[config.mk]
export PLATFORM = sky130hd
export DESIGN_NAME = ntt_ctrl_top
export DESIGN_NICKNAME = d
export VERILOG_FILES = /design/src/rtl/ntt_ctrl_pkg.sv /design/src/rtl/ntt_pass_if.sv /design/src/rtl/ntt_ctrl_top.sv /design/src/rtl/tf_depth_gen.sv /design/src/rtl/ntt_batch_ctrl.sv /design/src/rtl/ntt_pass_seq.sv
export SDC_FILE = /design/constraint.sdc
export NUM_CORES = 1
export LEC_CHECK = 0
export ABC_AREA = 0
export BUFFER_PORTS_ARGS = -buffer_cell sky130_fd_sc_hd__buf_2
export CAP_MARGIN = 20
export CORE_ASPECT_RATIO = 0.8
export CORE_UTILIZATION = 45
export CTS_BUF_LIST = sky130_fd_sc_hd__clkbuf_4 sky130_fd_sc_hd__clkbuf_8
export DETAILED_ROUTE_END_ITERATION = 16
export PLACE_DENSITY = 0.63
export SYNTH_ARGS = -nofsm -noshare
export SYNTH_HDL_FRONTEND = slang
export SYNTH_HIERARCHICAL = 1
export SYNTH_SLANG_ARGS = --single-unit
[constraint.sdc]
create_clock -name clk -period 6.7 [get_ports clk]
set_clock_uncertainty 0.15 [all_clocks]
set_input_delay 0.335 -clock clk [delete_from_list [all_inputs] [get_ports clk]]
set_output_delay 0.335 -clock clk [all_outputs]
set_load 0.02 [all_outputs]
[src/rtl/ntt_ctrl_pkg.sv]
package ntt_ctrl_pkg;

    typedef enum logic [3:0] {
        PH_RESET,
        PH_IDLE,
        PH_PASS0,
        PH_PASS1,
        PH_PASS2,
        PH_PASS3,
        PH_DRAIN0,
        PH_DRAIN1,
        PH_DRAIN2,
        PH_DRAIN3,
        PH_FINISH
    } pass_phase_t;

    typedef logic [7:0] depth_t;
    typedef logic [7:0] count_t;

    // coefficient memory load wait
    localparam count_t POLY_DEGREE = 8'd32;

    localparam count_t BU_PER_PASS = 8'd32;
    localparam count_t DRAIN_CYCLES = 8'd12;
    localparam count_t PASS0_AGU_LEN = 8'd8;

    localparam count_t PASS1_BATCH = 8'd2;
    localparam count_t PASS1_GROUPS = 8'd16;
    localparam count_t PASS2_BATCH = 8'd16;
    localparam count_t PASS2_GROUPS = 8'd2;
    localparam count_t PASS3_BATCH = 8'd32;
    localparam count_t PASS3_WEN_START = 8'd2;

    // pass 2 alternates between this depth and the next one up
    localparam depth_t PASS2_BASE_DEPTH = 8'd2;
    localparam depth_t LAST_DEPTH = 8'd4;

endpackage
[src/rtl/ntt_pass_if.sv]
`timescale 1ns/1ps

interface ntt_pass_if;

    ntt_ctrl_pkg::pass_phase_t phase;
    // operand accepted in the current pass
    logic op_strobe;
    ntt_ctrl_pkg::count_t bu_count;
    ntt_ctrl_pkg::depth_t stage_idx;

    modport seq (
        output phase,
        output op_strobe,
        output bu_count,
        output stage_idx
    );

    modport user (
        input phase,
        input op_strobe,
        input bu_count,
        input stage_idx
    );

endinterface

[src/rtl/ntt_ctrl_top.sv]
`timescale 1ns/1ps

module ntt_ctrl_top (
    input  logic                 clk,
    input  logic                 rst,
    input  logic                 agu_done,
    input  logic                 bn_ma_out_en,
    input  logic                 r_enable_out,
    input  logic                 w_enable_out,
    input  logic                 ntt_done,
    output logic                 tf_init_base,
    output logic                 tf_ren,
    output logic                 tf_wen,
    output logic                 tf_init_const,
    output logic                 agu_enable,
    output logic                 agu_enable_k2,
    output logic                 r_enable,
    output logic                 w_enable,
    output logic                 last_stage,
    output logic                 ntt_enable,
    output ntt_ctrl_pkg::depth_t it_depth
);

    ntt_pass_if pass_bus ();

    ntt_pass_seq u_pass_seq (
        .clk           (clk),
        .rst           (rst),
        .bn_ma_out_en  (bn_ma_out_en),
        .r_enable_out  (r_enable_out),
        .ntt_done      (ntt_done),
        .pass          (pass_bus.seq),
        .r_enable      (r_enable),
        .w_enable      (w_enable),
        .ntt_enable    (ntt_enable),
        .tf_ren        (tf_ren),
        .tf_init_base  (tf_init_base),
        .tf_init_const (tf_init_const),
        .last_stage    (last_stage)
    );

    ntt_batch_ctrl u_batch_ctrl (
        .clk           (clk),
        .rst           (rst),
        .pass          (pass_bus.user),
        .tf_wen        (tf_wen),
        .agu_enable    (agu_enable),
        .agu_enable_k2 (agu_enable_k2)
    );

    tf_depth_gen u_depth_gen (
        .clk      (clk),
        .rst      (rst),
        .pass     (pass_bus.user),
        .it_depth (it_depth)
    );

endmodule

[src/rtl/tf_depth_gen.sv]
`timescale 1ns/1ps

module tf_depth_gen (
    input  logic                 clk,
    input  logic                 rst,
    ntt_pass_if.user             pass,
    output ntt_ctrl_pkg::depth_t it_depth
);

    logic [1:0] pat_cnt;
    logic [1:0] pat_next;
    ntt_ctrl_pkg::depth_t depth_q;

    assign pat_next = pat_cnt + 2'd1;

    // 2, 2, 3, 3 over successive pass 2 strobes
    always_ff @(posedge clk or posedge rst) begin
        if (rst) begin
            pat_cnt <= '0;
            depth_q <= ntt_ctrl_pkg::PASS2_BASE_DEPTH;
        end else if (pass.phase != ntt_ctrl_pkg::PH_PASS2) begin
            pat_cnt <= '0;
            depth_q <= ntt_ctrl_pkg::PASS2_BASE_DEPTH;
        end else if (pass.op_strobe) begin
            pat_cnt <= pat_next;
            depth_q <= ntt_ctrl_pkg::PASS2_BASE_DEPTH + {7'd0, pat_next[1]};
        end
    end

    always_comb begin
        case (pass.phase)
            ntt_ctrl_pkg::PH_PASS0, ntt_ctrl_pkg::PH_PASS1: begin
                it_depth = pass.op_strobe ? pass.stage_idx : '0;
            end
            ntt_ctrl_pkg::PH_PASS2: begin
                it_depth = pass.op_strobe ? depth_q : '0;
            end
            ntt_ctrl_pkg::PH_PASS3: begin
                it_depth = pass.op_strobe ? ntt_ctrl_pkg::LAST_DEPTH : '0;
            end
            ntt_ctrl_pkg::PH_DRAIN0, ntt_ctrl_pkg::PH_DRAIN1, ntt_ctrl_pkg::PH_DRAIN2: begin
                it_depth = pass.stage_idx;
            end
            ntt_ctrl_pkg::PH_DRAIN3: begin
                it_depth = ntt_ctrl_pkg::LAST_DEPTH;
            end
            default: begin
                it_depth = '0;
            end
        endcase
    end

endmodule

[src/rtl/ntt_batch_ctrl.sv]
`timescale 1ns/1ps

module ntt_batch_ctrl (
    input  logic     clk,
    input  logic     rst,
    ntt_pass_if.user pass,
    output logic     tf_wen,
    output logic     agu_enable,
    output logic     agu_enable_k2
);

    ntt_ctrl_pkg::count_t batch_cnt;
    ntt_ctrl_pkg::count_t group_cnt;
    ntt_ctrl_pkg::count_t agu_cnt;
    ntt_ctrl_pkg::count_t batch_len;
    ntt_ctrl_pkg::count_t group_num;

    logic batched;
    logic batch_wrap;

    assign batched = pass.phase inside {ntt_ctrl_pkg::PH_PASS1, ntt_ctrl_pkg::PH_PASS2,
                                        ntt_ctrl_pkg::PH_PASS3};

    always_comb begin
        case (pass.phase)
            ntt_ctrl_pkg::PH_PASS1: begin
                batch_len = ntt_ctrl_pkg::PASS1_BATCH;
                group_num = ntt_ctrl_pkg::PASS1_GROUPS;
            end
            ntt_ctrl_pkg::PH_PASS2: begin
                batch_len = ntt_ctrl_pkg::PASS2_BATCH;
                group_num = ntt_ctrl_pkg::PASS2_GROUPS;
            end
            default: begin
                // pass 3 is a single batch covering the whole pass
                batch_len = ntt_ctrl_pkg::PASS3_BATCH;
                group_num = ntt_ctrl_pkg::BU_PER_PASS / ntt_ctrl_pkg::PASS3_BATCH;
            end
        endcase
    end

    assign batch_wrap = pass.op_strobe && (batch_cnt == batch_len - 8'd1);

    always_ff @(posedge clk or posedge rst) begin
        if (rst) begin
            batch_cnt <= '0;
            group_cnt <= '0;
        end else if (!batched) begin
            batch_cnt <= '0;
            group_cnt <= '0;
        end else if (batch_wrap) begin
            batch_cnt <= '0;
            if (group_cnt == group_num - 8'd1) begin
                group_cnt <= '0;
            end else begin
                group_cnt <= group_cnt + 8'd1;
            end
        end else if (pass.op_strobe) begin
            batch_cnt <= batch_cnt + 8'd1;
        end
    end

    // pass 0 window counts cycles, not strobes
    always_ff @(posedge clk or posedge rst) begin
        if (rst) begin
            agu_cnt <= '0;
        end else if (pass.phase != ntt_ctrl_pkg::PH_PASS0) begin
            agu_cnt <= '0;
        end else if (agu_cnt != ntt_ctrl_pkg::PASS0_AGU_LEN) begin
            agu_cnt <= agu_cnt + 8'd1;
        end
    end

    always_comb begin
        tf_wen = 1'b0;
        agu_enable = 1'b0;
        case (pass.phase)
            ntt_ctrl_pkg::PH_PASS0: begin
                agu_enable = (agu_cnt != ntt_ctrl_pkg::PASS0_AGU_LEN);
            end
            ntt_ctrl_pkg::PH_PASS1: begin
                tf_wen = batch_wrap && (group_cnt < ntt_ctrl_pkg::PASS1_GROUPS - 8'd1);
                agu_enable = 1'b1;
            end
            ntt_ctrl_pkg::PH_PASS2: begin
                tf_wen = pass.op_strobe && (group_cnt == 8'd1);
                agu_enable = 1'b1;
            end
            ntt_ctrl_pkg::PH_PASS3: begin
                tf_wen = pass.op_strobe &&
                         (pass.bu_count >= ntt_ctrl_pkg::PASS3_WEN_START);
            end
            default: begin
                tf_wen = 1'b0;
            end
        endcase
    end

    assign agu_enable_k2 = (pass.phase == ntt_ctrl_pkg::PH_PASS3);

    tf_wen_in_pass: assert property (@(posedge clk) disable iff (rst)
        $rose(tf_wen) |-> pass.phase inside {ntt_ctrl_pkg::PH_PASS1,
                                             ntt_ctrl_pkg::PH_PASS2,
                                             ntt_ctrl_pkg::PH_PASS3});

endmodule

[src/rtl/ntt_pass_seq.sv]
`timescale 1ns/1ps

module ntt_pass_seq (
    input  logic    clk,
    input  logic    rst,
    input  logic    bn_ma_out_en,
    input  logic    r_enable_out,
    input  logic    ntt_done,
    ntt_pass_if.seq pass,
    output logic    r_enable,
    output logic    w_enable,
    output logic    ntt_enable,
    output logic    tf_ren,
    output logic    tf_init_base,
    output logic    tf_init_const,
    output logic    last_stage
);

    ntt_ctrl_pkg::pass_phase_t phase_q;
    ntt_ctrl_pkg::pass_phase_t phase_d;
    ntt_ctrl_pkg::count_t init_cnt;
    ntt_ctrl_pkg::count_t bu_cnt;
    ntt_ctrl_pkg::count_t drain_cnt;
    ntt_ctrl_pkg::depth_t stage;

    logic in_pass;
    logic in_drain;
    logic strobe;
    logic init_last;
    logic pass_last;
    logic drain_last;

    assign in_pass = phase_q inside {ntt_ctrl_pkg::PH_PASS0, ntt_ctrl_pkg::PH_PASS1,
                                     ntt_ctrl_pkg::PH_PASS2, ntt_ctrl_pkg::PH_PASS3};
    assign in_drain = phase_q inside {ntt_ctrl_pkg::PH_DRAIN0, ntt_ctrl_pkg::PH_DRAIN1,
                                      ntt_ctrl_pkg::PH_DRAIN2, ntt_ctrl_pkg::PH_DRAIN3};

    assign strobe = in_pass && bn_ma_out_en;
    assign init_last = (phase_q == ntt_ctrl_pkg::PH_IDLE) &&
                       (init_cnt == ntt_ctrl_pkg::POLY_DEGREE);
    assign pass_last = strobe && (bu_cnt == ntt_ctrl_pkg::BU_PER_PASS - 8'd1);
    assign drain_last = in_drain && (drain_cnt == ntt_ctrl_pkg::DRAIN_CYCLES);

    always_comb begin
        phase_d = phase_q;
        case (phase_q)
            ntt_ctrl_pkg::PH_RESET: begin
                phase_d = ntt_ctrl_pkg::PH_IDLE;
            end
            ntt_ctrl_pkg::PH_IDLE: begin
                if (init_last) begin
                    phase_d = ntt_ctrl_pkg::PH_PASS0;
                end
            end
            ntt_ctrl_pkg::PH_PASS0: begin
                if (pass_last) begin
                    phase_d = ntt_ctrl_pkg::PH_DRAIN0;
                end
            end
            ntt_ctrl_pkg::PH_DRAIN0: begin
                if (drain_last) begin
                    phase_d = ntt_ctrl_pkg::PH_PASS1;
                end
            end
            ntt_ctrl_pkg::PH_PASS1: begin
                if (pass_last) begin
                    phase_d = ntt_ctrl_pkg::PH_DRAIN1;
                end
            end
            ntt_ctrl_pkg::PH_DRAIN1: begin
                if (drain_last) begin
                    phase_d = ntt_ctrl_pkg::PH_PASS2;
                end
            end
            ntt_ctrl_pkg::PH_PASS2: begin
                if (pass_last) begin
                    phase_d = ntt_ctrl_pkg::PH_DRAIN2;
                end
            end
            ntt_ctrl_pkg::PH_DRAIN2: begin
                if (drain_last) begin
                    phase_d = ntt_ctrl_pkg::PH_PASS3;
                end
            end
            ntt_ctrl_pkg::PH_PASS3: begin
                if (pass_last) begin
                    phase_d = ntt_ctrl_pkg::PH_DRAIN3;
                end
            end
            ntt_ctrl_pkg::PH_DRAIN3: begin
                if (drain_last) begin
                    phase_d = ntt_ctrl_pkg::PH_FINISH;
                end
            end
            ntt_ctrl_pkg::PH_FINISH: begin
                phase_d = ntt_ctrl_pkg::PH_FINISH;
            end
            default: begin
                phase_d = ntt_ctrl_pkg::PH_RESET;
            end
        endcase
    end

    always_ff @(posedge clk or posedge rst) begin
        if (rst) begin
            phase_q <= ntt_ctrl_pkg::PH_RESET;
            init_cnt <= '0;
            bu_cnt <= '0;
            drain_cnt <= '0;
        end else begin
            phase_q <= phase_d;
            if (phase_q == ntt_ctrl_pkg::PH_IDLE && !init_last) begin
                init_cnt <= init_cnt + 8'd1;
            end else begin
                init_cnt <= '0;
            end
            // counts hold while the pass is stalled
            if (pass_last || !in_pass) begin
                bu_cnt <= '0;
            end else if (strobe) begin
                bu_cnt <= bu_cnt + 8'd1;
            end
            // shared by all four drains, zero on entry
            if (in_drain && !drain_last) begin
                drain_cnt <= drain_cnt + 8'd1;
            end else begin
                drain_cnt <= '0;
            end
        end
    end

    always_comb begin
        case (phase_q)
            ntt_ctrl_pkg::PH_PASS1, ntt_ctrl_pkg::PH_DRAIN1: stage = 8'd1;
            ntt_ctrl_pkg::PH_PASS2, ntt_ctrl_pkg::PH_DRAIN2: stage = 8'd2;
            ntt_ctrl_pkg::PH_PASS3, ntt_ctrl_pkg::PH_DRAIN3: stage = 8'd3;
            default: stage = 8'd0;
        endcase
    end

    always_comb begin
        r_enable = 1'b0;
        tf_ren = 1'b0;
        w_enable = 1'b0;
        ntt_enable = 1'b0;
        tf_init_base = 1'b0;
        tf_init_const = 1'b0;
        if (in_pass) begin
            r_enable = strobe;
            tf_ren = strobe;
            w_enable = ntt_done;
            ntt_enable = r_enable_out;
        end else if (in_drain) begin
            w_enable = 1'b1;
            ntt_enable = r_enable_out;
        end else if (phase_q == ntt_ctrl_pkg::PH_IDLE) begin
            tf_init_base = 1'b1;
            tf_init_const = 1'b1;
        end
    end

    assign last_stage = (phase_q == ntt_ctrl_pkg::PH_PASS3);

    assign pass.phase = phase_q;
    assign pass.op_strobe = strobe;
    assign pass.bu_count = bu_cnt;
    assign pass.stage_idx = stage;

    finish_sticky: assert property (@(posedge clk) disable iff (rst)
        phase_q == ntt_ctrl_pkg::PH_FINISH |=> phase_q == ntt_ctrl_pkg::PH_FINISH);

    bu_count_bound: assert property (@(posedge clk) disable iff (rst)
        bu_cnt <= ntt_ctrl_pkg::BU_PER_PASS - 8'd1);

endmodule

==> results of run 1 <==
-- power groups by stage --
stage,Combinational [mW],Sequential (mW),Clock [mW]
after floorplan,0.492,0.404,0
after CTS,0.567,0.441,0.204
after global placement,0.554,0.444,0
after detailed placement,0.564,0.447,0
final,0.567,0.442,0.195
after global routing,0.627,0.452,0.218
-- critical path, delay by kind of cell, from the launching register on --
family | cells | cell delay, ns
buffers and inverters | 1 | 0.21
AND/OR/NAND/NOR | 3 | 1.00
XOR/XNOR | 1 | 0.34
flip-flops | 1 | 0.81
AO/OA/AOI/OAI | 2 | 0.71
-- synth_stat cells, types with 2 or more instances --
| master | number |
|---|---|
| sky130_fd_sc_hd__nand2_1 | 37 |
| sky130_fd_sc_hd__dfrtp_1 | 54 |
| sky130_fd_sc_hd__nor3_1 | 4 |
| sky130_fd_sc_hd__xnor2_1 | 13 |
| sky130_fd_sc_hd__mux2i_1 | 3 |
| sky130_fd_sc_hd__o22ai_1 | 7 |
| sky130_fd_sc_hd__nand2b_1 | 4 |
| sky130_fd_sc_hd__nor4b_1 | 2 |
| sky130_fd_sc_hd__and3_1 | 9 |
| sky130_fd_sc_hd__buf_4 | 9 |
| sky130_fd_sc_hd__a21oi_1 | 13 |
| sky130_fd_sc_hd__and2_1 | 8 |
| sky130_fd_sc_hd__or3b_1 | 2 |
| sky130_fd_sc_hd__clkbuf_1 | 4 |
| sky130_fd_sc_hd__nand3_1 | 18 |
| sky130_fd_sc_hd__mux2_4 | 3 |
| sky130_fd_sc_hd__buf_2 | 3 |
| sky130_fd_sc_hd__nand4_1 | 10 |
| sky130_fd_sc_hd__xor2_1 | 28 |
| sky130_fd_sc_hd__o21ai_0 | 7 |
| sky130_fd_sc_hd__nor4_1 | 4 |
| sky130_fd_sc_hd__nor2_1 | 42 |
| sky130_fd_sc_hd__or2_2 | 2 |
| sky130_fd_sc_hd__or4b_2 | 2 |
| sky130_fd_sc_hd__nand4b_1 | 2 |
| sky130_fd_sc_hd__a22o_1 | 2 |
| sky130_fd_sc_hd__ha_1 | 14 |
| sky130_fd_sc_hd__or3_1 | 10 |
| sky130_fd_sc_hd__inv_1 | 21 |
-- path summary, 6_finish.rpt --
| path | endpoint | slack (ns) | cells after the start |
|---|---|---|---|
| min in group asynchronous | u_depth_gen/pat_cnt[0] | 0.28 | 3 |
| worst min register to register | u_pass_seq/drain_cnt[0] | 0.37 | 1 |
| worst max-delay path | tf_wen | 2.83 | 7 |
| worst min-delay path | u_pass_seq/pass.bu_count[0] | 0.22 | 3 |
| worst max register to register | u_batch_ctrl/group_cnt[1] | 3.29 | 7 |
| max in group asynchronous | u_pass_seq/pass.bu_count[6] | 5.41 | 4 |
-- registers in the layout, summed over array words and instances, names as in the netlist --
name	cells
u_pass_seq/drain_cnt	8
u_batch_ctrl/batch_cnt	8
u_batch_ctrl/agu_cnt	8
u_pass_seq/pass.phase	4
u_pass_seq/init_cnt	8
u_batch_ctrl/group_cnt	8
u_depth_gen/pat_cnt	1
u_depth_gen/depth_q	1
u_pass_seq/pass.bu_count	8
-- metal layers --
metal / routed length (microns) / vias to the layer above
li1: - / 1271
met1: 3510 / 1208
met5: 0 / -
met4: 23 / 0
met3: 207 / 2
met2: 2840 / 31
-- cells by family (layout without fill, tap and decap cells) --
group,after synthesis,after routing,share of synthesized area [%]
xor+xnor,41,41,10.7
mux,7,7,2.56
other cells,1,6,0.111
buf+inv,38,49,5.34
flops,54,54,40.1
compound gates,40,40,8.80
fa+ha+maj,15,15,5.49
simple gates,168,168,26.9
-- layout make-up --
type / instances / area (sq um) / share of cell area [%]
Clock buffer: 6 / 82.6 / 2.26
Clock inverter: 2 / 17.5 / 0.480
Inverter: 21 / 78.8 / 2.16
Multi-Input combinational cell: 277 / 1860 / 50.9
Sequential cell: 54 / 1350 / 37.0
Tap cell: 87 / 109 / 2.98
Timing Repair Buffer: 20 / 150 / 4.12
==> results list, run 1 <==
* Outcome: finished, final reports clean
* Final hold violations: 0
- Global routing used 17.9% of the available tracks.
- Comb pwr share: 47.1%
* Yosys warning count: 6
- Area enclosed by the die boundary: 7840 sq um
* Average cell area after synthesis: 9.26 sq um
- The mapped netlist covers 3370 sq um.
- For the finished layout, the period the worst path requires is 3.87 ns.
- Summed over all instances, the cell type with the most area after synthesis is sky130_fd_sc_hd__dfrtp_1.
* Reported net switching power: 530 uW
- During placement, the flow inserted port buffers numbering 17.
- Power per standard cell area: 330 nW/um^2
- Setup repair after global routing left no endpoint under its margin.
- The tree built by TritonCTS fans out to 54 sinks.
- The placed instances occupy a cell area of 3510 sq um.
- Pins Over Slew Limit: 0
- WL/cell: 14.1 microns
* Number of placed instances, taps included: 457
- Total via count in the routed design: 2,512
- Max Cap Viol: 0
* Clock-pin slew reported for the worst setup and hold paths after clock tree synthesis: 0.10 ns
- Measured along the y axis, the die boundary spans 79.4 microns.
- Post-route cell area: 3650 sq um
* Clock Latency Late Sink: 0.30 ns
* Pint: 674 uW
* Most Used Layer, Global Route: met2
- In this run the critical register-to-register path is launched from u_pass_seq/pass.phase[1].
- Sequential cells burn 36.7% of the power.
- Once the clock tree was built, the setup fixing pass inserted 0 buffers.
* Global placement routability congestion: 0.803
* GR Layer Usage met3: 3.50%
* Worst slack, placed: 3.20 ns
- Critical hold path startpoint: bn_ma_out_en
* Max Fclk: 259 MHz
- Leftover overflow at the end of global routing: 0
* Overall Power: 1.20 mW
* Wire length reported by the detailed router: 6580 microns
- Number of nets in the finished design: 400
- Dominant register cell in the synthesized netlist: sky130_fd_sc_hd__dfrtp_1
* EDFF count, synth: 0
- The wire-length estimate of the detail-placed layout is 4560 microns.
- Across the VDD grid, the largest voltage drop is 0.157 mV.
* Fraction of power spent switching nets: 44.0%
- Number of violations reported at the end of detailed-routing iteration 0: 147
* HP Class: input port to register
* Post-route ant nets: 0
- Critical Path AT: 3.38 ns
- Number of global-route vias before repair: 2,410
* CTS Buffer Depth: 2
- At the end of the flow the core is filled with cells to 51.7%.
- In this run, synthesis produced a sequential element count of 54.
- Setup violations remaining at the end of the flow were counted as 0.
* Number of buffers inserted by hold repair at cts: 1
* Static leakage power: 1.61 nW
* Pin count of the biggest net entering global routing: 25
- DRC violations left: 0
- The first global-routing pass estimated 11,400 microns of wire.
- Adding up every negative setup slack in the final design gives 0 ns.
- Slew headroom: 51.1%
- Fin worst setup slack: 2.83 ns
* Share of the synthesized area in the top cell type: 40.1%
* Slew at the pin with the worst max-slew slack: 0.727 ns
- Cts repair resizes: 0
- Number of buffers created by CTS: 5
- The number of antenna violations at the first check in global routing is 0.
- Most frequent standard cell in the layout excluding fill and tap cells: sky130_fd_sc_hd__dfrtp_1
- Tracing the worst setup path back leads to its startpoint at u_pass_seq/pass.phase[1].
- Growth of design area from synthesis to finish: 8.20%
- Element type at the critical path end: output pin
* Synthesized netlist cell count: 364
- STA classifies the critical path startpoint as a register.
- Slowest cell delay on critical path: 0.81 ns
* Fraction of registers with async set/reset: 100%
* Htree depth: 2
* TritonRoute pass-1 iters: 4
- After synthesis, flip-flops and latches occupy 40.1% of the total area.
- Category of the most critical setup path: register to output pin
- In this run the standard cell core region covers 7060 sq um.
* Top area cells in the synthesized netlist: sky130_fd_sc_hd__dfrtp_1 (40%), sky130_fd_sc_hd__xor2_1 (7.3%), sky130_fd_sc_hd__ha_1 (5.2%)
* Crit path max-delay cell type: sky130_fd_sc_hd__dfrtp_1
* Met1 Track Usage GR: 26.4%
- The clock network accounts for 16.2% of the total power.
- Vias per inst: 5.38
- Worst path required time: 6.21 ns
- Once the floorplan was initialized, standard cells occupied 47.7% of the core.
- Root buf cell: sky130_fd_sc_hd__clkbuf_8
- Leaving out fill and tap cells, the most frequent cells in the layout are sky130_fd_sc_hd__dfrtp_1 (54), sky130_fd_sc_hd__nor2_1 (42), sky130_fd_sc_hd__nand2_1 (37).
* Filler cell count in the final layout: 651
* Final Cycle Share: 57.7%
* DIE WIDTH: 98.8 microns
* Count of unique library cells instantiated by Yosys: 56
* Cell breakdown of the critical path: xor2_1 > and3_1 > nand2_1 > nor3_1 > o2111ai_2 > o21ai_0 > buf_2
- The finished layout holds 467 standard cells, fillers aside.
- The number of antenna diodes in the final layout is 0.
- Share of final-layout standard cells stronger than drive strength 1: 11.8%
- CTS tree: done
* Crit path max fanout: 22
* Total I/O pin count: 25
- Hold slack final: 0.223 ns
- Number of standard-cell rows in the floorplan: 27
- For met2 alone, demand over resource in global routing was 27.3%.
No activity file was read; power rests on OpenSTA's default activity.
==> run 2: changes to the inputs <==
--- a/config.mk
+++ b/config.mk
@@ -12,7 +12,7 @@
 export CORE_UTILIZATION = 45
 export CTS_BUF_LIST = sky130_fd_sc_hd__clkbuf_4 sky130_fd_sc_hd__clkbuf_8
 export DETAILED_ROUTE_END_ITERATION = 16
-export PLACE_DENSITY = 0.63
+export PLACE_DENSITY = 0.65
 export SYNTH_ARGS = -nofsm -noshare
 export SYNTH_HDL_FRONTEND = slang
 export SYNTH_HIERARCHICAL = 1
==> constraint.sdc (replaced) <==
create_clock -name clk -period 3.49 [get_ports clk]
set_clock_uncertainty 0.15 [all_clocks]
set_input_delay 0.1745 -clock clk [delete_from_list [all_inputs] [get_ports clk]]
set_output_delay 0.1745 -clock clk [all_outputs]
set_load 0.02 [all_outputs]
==> run 2 against run 1 <==
First-iteration DRC count fell by 4.1%. Largest cell class unchanged. Sequential share of layout area shrank 0.11 points. Power is 95% higher. Largest power group unchanged. Combinational power rose by 120%. Worst setup slack worse by 2.6 ns. Register-to-register slack worse by 2.6 ns. Final area increased by 0.31%.
==> results list, run 2 (synthesis gave the netlist of run 1 again) <==
- The flow ran to the end, and the final reports show no timing, DRC or antenna violations.
- After detailed routing, the number of remaining DRC violations is 0.
* Power per standard cell area: 642 nW/um^2
- WP depth: 9
* Number of stages on the worst hold path: 3
- Across all setup checks in the final design, the least slack found is 0.240 ns.
* Slew headroom: 53.1%
- Worst reg2reg startpoint: u_pass_seq/pass.phase[3]
* Comb pwr share: 52.3%
- The floorplan step defined a die boundary enclosing 7840 sq um.
* Hold slack final: 0.0587 ns
- The critical path contains buffers and inverters numbering 3 combined.
- Crit path max-delay cell type: sky130_fd_sc_hd__dfrtp_1
- Depth of the most critical reg-to-reg path: 9
* DIE WIDTH: 98.8 microns
* Critical Path AT: 2.93 ns
* Most frequent standard cell in the layout excluding fill and tap cells: sky130_fd_sc_hd__dfrtp_1
- Per report_power, the clock group accounts for 16.0% of the total.
- The routed layout has 2,574 vias.
- In the finished design, the share of the clock period the worst path needs comes to 93.1%.
* Die Span Y: 79.4 microns
- Number of buffers created by CTS: 5
- The first routing iteration left 141 violations.
* WL/cell: 13.6 microns
- Initial antenna violation count: 0
- Static leakage power: 1.62 nW
* Pint: 1.33 mW
* Final hold violations: 0
* Number of nets in the finished design: 406
- Core Box Area: 7060 sq um
- Peak supply drop: 0.360 mV
- Clock-pin slew was measured on the worst setup and hold paths at 0.10 ns.
- Buffers added to address setup during post-CTS repair amount to 0.
* Vias per inst: 5.44
- The congestion estimate from routability-driven global placement came to 0.791.
- The worst hold path begins at bn_ma_out_en.
* Tmin final: 3.25 ns
- By startpoint and endpoint, the worst setup path is classified as register to output pin.
* Quantity of I/O buffers inserted on ports: 17
- Htree depth: 2
- HP Class: input port to register
* Slew at the pin with the worst max-slew slack: 0.697 ns
- Multi-input gate area: 1860 sq um
- In the final timing run, aggregate negative setup slack is 0 ns.
* Crit path max fanout: 19
- In the layout the commonest cells are sky130_fd_sc_hd__dfrtp_1 (54), sky130_fd_sc_hd__nor2_1 (42), sky130_fd_sc_hd__nand2_1 (37).
* Setup violators final: 0
- Growth of design area from synthesis to finish: 8.54%
* Register Area: 1350 sq um
- Once detail routing completed, the nets flagged for antenna violations numbered 0.
- CP startpoint: u_pass_seq/pass.phase[3]
* Number of standard-cell rows in the floorplan: 27
- Max Cap Viol: 0
- Entering global routing, the biggest net connects 29 pins.
- Clock Latency Late Sink: 0.31 ns
- The first detailed-routing pass took 4 iterations.
- Worst path required time: 3.17 ns
- Global-route usage over all layers: 18.1%
* Half-perimeter wire length after placement: 4450 microns
- The number of global-route vias before repair was 2,360.
- Of the total power, registers draw 31.6%.
- In the final layout, the share of cells above drive strength 1 is 13.2%.
- Net switching is 43.4% of the power.
- Leftover overflow at the end of global routing: 0
* Total I/O pin count: 25
- At the placement stage, the worst setup path has a slack of 0.629 ns.
- For this run, the top clock speed supported by timing is 308 MHz.
- Global-route wire length before repair: 11,300 microns
* TritonCTS sink count: 54
- CTS Buffer Depth: 2
- For this block, the routed nets add up to 6440 microns of wire.
* Cell breakdown of the critical path: buf_4 > and4bb_4 > inv_1 > ha_1 > xor2_1 > xnor2_1 > o2111ai_2 > o21ai_0 > buf_2
* Pins Over Slew Limit: 0
* Kind of start point of the critical path: register
- Once the floorplan was initialized, standard cells occupied 47.7% of the core.
- Clock tree synthesis selected as its root buffer the cell sky130_fd_sc_hd__clkbuf_8.
* Reported net switching power: 1.02 mW
- Number of inserted diodes: 0
* Filler cell count in the final layout: 625
- Slowest cell delay on critical path: 0.39 ns
- Element type at the critical path end: output pin
- Broken down by cell family, the worst path's largest delay share belongs to compound AO/OA/AOI/OAI gates.
- Setup repair after global routing left no endpoint under its margin.
- CTS tree: done
run 2: per-stage QoR:
step / cells / utilization (%) / power (mW) / area, sq um
final: 473 / 51.8 / 2.35 / 3660
after global routing: 473 / 51.8 / 2.54 / 3660
after CTS: 472 / 51.6 / 2.38 / 3640
after detailed placement: 463 / 50.1 / 1.99 / 3530
after global placement: 463 / 50.1 / 1.97 / 3530
after floorplan: 369 / - / 1.72 / 3390
run 2: path summary, 6_finish.rpt:
check | to | slack, ns
worst max-delay path | tf_wen | 0.24
worst min-delay path | u_pass_seq/pass.bu_count[0] | 0.06
worst max register to register | u_batch_ctrl/group_cnt[0] | 0.66
worst min register to register | u_pass_seq/drain_cnt[0] | 0.38
max in group asynchronous | u_batch_ctrl/batch_cnt[5] | 2.39
min in group asynchronous | u_depth_gen/depth_q[0] | 0.10
run 2: routing by layer:
layer	up-vias	routed length, microns	GRT usage [%]
li1	1287	-	-
met4	0	78	6.57
met2	45	2830	26.9
met1	1237	3320	26.5
met5	-	0	0
met3	5	217	3.15
run 2: power by group through the flow:
stage               registers [mW]  clock network [mW]  logic, mW
global placement             0.754                   0       1.21
CTS                          0.745               0.397       1.24
floorplan                    0.775                   0      0.944
global route                 0.754               0.419       1.37
finish                       0.744               0.377       1.23
detailed placement           0.757                   0       1.23
run 2: final cells by class:
type                    count  share of cell area (%)
well taps                  87                    2.98
multi-input cells         277                    50.8
clock inverters             2                   0.445
flip-flops and latches     54                    36.9
clock buffers               6                    2.26
repair buffers             26                    4.45
inverters                  21                    2.15
run 2: repair_timing:
action,CTS,global route
endpoints found under the hold margin,54,0
resized for setup,0,0
hold buffers,1,0
run 2: tightest hold or removal path, cell delays in order:
cell and delay [ns]:
sky130_fd_sc_hd__buf_2 0.14, sky130_fd_sc_hd__xnor2_1 0.07, sky130_fd_sc_hd__nor2_1 0.08
==> run 3: changes to the inputs <==
==> constraint.sdc (replaced) <==
create_clock -name clk -period 2.67 [get_ports clk]
set_clock_uncertainty 0.15 [all_clocks]
set_input_delay 0.1335 -clock clk [delete_from_list [all_inputs] [get_ports clk]]
set_output_delay 0.1335 -clock clk [all_outputs]
set_load 0.02 [all_outputs]
==> run 3 against run 2 <==
Combinational power grew 37%. Register-to-register slack lost 0.47 ns. First-iteration DRC count shrank 20%. Sequential cell count is the same. Power grew 33%. Global-route usage shrank 0.73 points. Largest cell class unchanged. Sequential power grew 32%. Non-clock buffer count grew 9.
==> results list, run 3 (synthesis gave the netlist of run 1 again) <==
- Fill cells in the final layout number 633.
- Highest-count cells in the layout ignoring fill and taps: sky130_fd_sc_hd__dfrtp_1 (54), sky130_fd_sc_hd__nor2_1 (42), sky130_fd_sc_hd__nand2_1 (37)
- The die covers 7840 sq um.
- Pin count of the biggest net entering global routing: 29
- Worst path required time: 2.39 ns
- Slew at the pin with the worst max-slew slack: 0.623 ns
- Element type at the critical path end: output pin
- Final hold violations: 0
* Wire length reported by the detailed router: 6560 microns
* CTS tree: done
* Global placement routability congestion: 0.818
* Number of inserted diodes: 0
- Leaving out fill and tap cells, the most frequent cell in the layout is sky130_fd_sc_hd__dfrtp_1.
- Peak supply drop: 0.478 mV
- The initial utilization of the core area, before any placement, comes to 47.7%.
- At the placement stage, the worst setup path has a slack of 0.155 ns.
* Die Span Y: 79.4 microns
- Setup violators final: 0
- The largest individual stage delay along the critical path comes from the cell sky130_fd_sc_hd__dfrtp_1.
- Adding up every negative setup slack in the final design gives 0 ns.
- Quantity of I/O buffers inserted on ports: 17
- Relative to the synthesized area, the layout overhead comes to 10.7%.
- The flow ran to the end, and the final reports show no timing, DRC or antenna violations.
- Number of global-route vias before repair: 2,402
- In the post-route analysis, the smallest setup slack over all paths is 0.109 ns.
- Global-route usage over all layers: 17.4%
- Kind of start point of the critical path: register
- Clock-pin slew was measured on the worst setup and hold paths at 0.10 ns.
* Final Cycle Share: 95.9%
- Category of the most critical setup path: register to output pin
* Htree depth: 2
- In this run the core area contains 27 standard-cell rows.
- Critical Path AT: 2.28 ns
- The floorplan step set the die width to 98.8 microns.
- Setup repair after global routing could not meet its margin everywhere.
- Total I/O pin count: 25
* Total via count in the routed design: 2,572
* Initial antenna violation count: 0
* Number of nets in the finished design: 415
* Crit path max fanout: 17
- Overall Power: 3.12 mW
- Number of violations reported at the end of detailed-routing iteration 0: 113
* Max Cap Viol: 0
* HP Class: input port to register
- CTS Buffer Depth: 2
- On the worst path, the slowest cell contributes a delay of 0.43 ns.
- The finished layout holds 481 standard cells, fillers aside.
* Global-route wire length before repair: 11,000 microns
- Power per standard cell area: 838 nW/um^2
- TritonRoute pass-1 iters: 4
* Family of cells with the greatest summed delay on the critical path: compound AO/OA/AOI/OAI gates
- Clock latency on the worst-skew pair, taken at its later pin, is 0.31 ns.
- DRC violations left: 0
- Walking the worst path, the cells encountered are xor2_1 > and3_1 > buf_4 > o21ai_0 > o32ai_2 > a22o_1 > buf_2.
- Pins Over Slew Limit: 0
* Core utilization of the finished layout: 52.8%
- Number of buffers created by CTS: 5
* Static leakage power: 1.66 nW
- Slew headroom: 58.1%
- Root buf cell: sky130_fd_sc_hd__clkbuf_8
* Post-route ant nets: 0
- Clock tree synthesis found a total of 54 sinks.
* Vias per inst: 5.35
- Tmin final: 2.56 ns
- Share of final-layout standard cells stronger than drive strength 1: 15.5%
- Buffers plus inverters on the worst setup path: 2
- Summed over all nets, the half-perimeter wirelength after detailed placement is 4590 microns.
- Including well taps, the total number of placed cells is 469.
- Max Fclk: 390 MHz
- Core Box Area: 7060 sq um
- WL/cell: 13.6 microns
* Leftover overflow at the end of global routing: 0
==> run 3: path summary, 6_finish.rpt <==
path	start	endpoint	slack [ns]	cells after the start
max in group asynchronous	rst	u_pass_seq/pass.bu_count[6]	1.80	4
setup / recovery	u_pass_seq/pass.phase[1]	it_depth[1]	0.11	7
hold reg to reg	u_pass_seq/drain_cnt[0]	u_pass_seq/drain_cnt[0]	0.37	1
hold / removal	bn_ma_out_en	u_pass_seq/pass.bu_count[0]	0.02	3
min in group asynchronous	rst	u_depth_gen/depth_q[0]	0.07	3
setup reg to reg	u_pass_seq/pass.phase[3]	u_batch_ctrl/group_cnt[0]	0.19	9
==> run 3: report_power, final <==
part | internal (mW) | switching, mW
clock | 0.180 | 0.270
sequential | 0.894 | 0.0882
combinational | 0.708 | 0.985
==> run 3: worst min-delay path, delay by kind of cell <==
kind                   cells  cell delay (ns)
buffers and inverters      1             0.15
AND/OR/NAND/NOR            1             0.07
XOR/XNOR                   1             0.08
==> run 3: metal layers <==
layer  track usage [%]  vias up  share of wire, %
met3              2.63        5               2.2
met4              4.93        0               1.0
met1              24.9     1231                54
li1                  -     1308                 -
met5                 0        -                 0
met2              27.3       28                43
==> run 3: per-stage QoR <==
step / instance area, sq um / hold WS, ns
floorplan: 3390 / -0.275
global placement: 3580 / -0.147
detailed placement: 3580 / -0.145
CTS: 3680 / 0.0108
global route: 3730 / 0.0548
finish: 3730 / 0.0218
==> run 3: cell type report <==
class	instances	area, sq um	area share (%)
tap	87	109	2.92
clock inverter	2	15.0	0.402
clock buffer	5	68.8	1.84
inverter	21	78.8	2.11
multi-input combinational	277	1870	50.0
sequential	54	1350	36.2
timing repair buffer	35	243	6.51
==> run 3: what timing repair did <==
action	CTS	global route
hold buffers	1	0
setup endpoints to repair	1	11
pin swaps	0	3
gates resized for setup	0	2
endpoints found under the hold margin	54	0
setup buffers	1	2
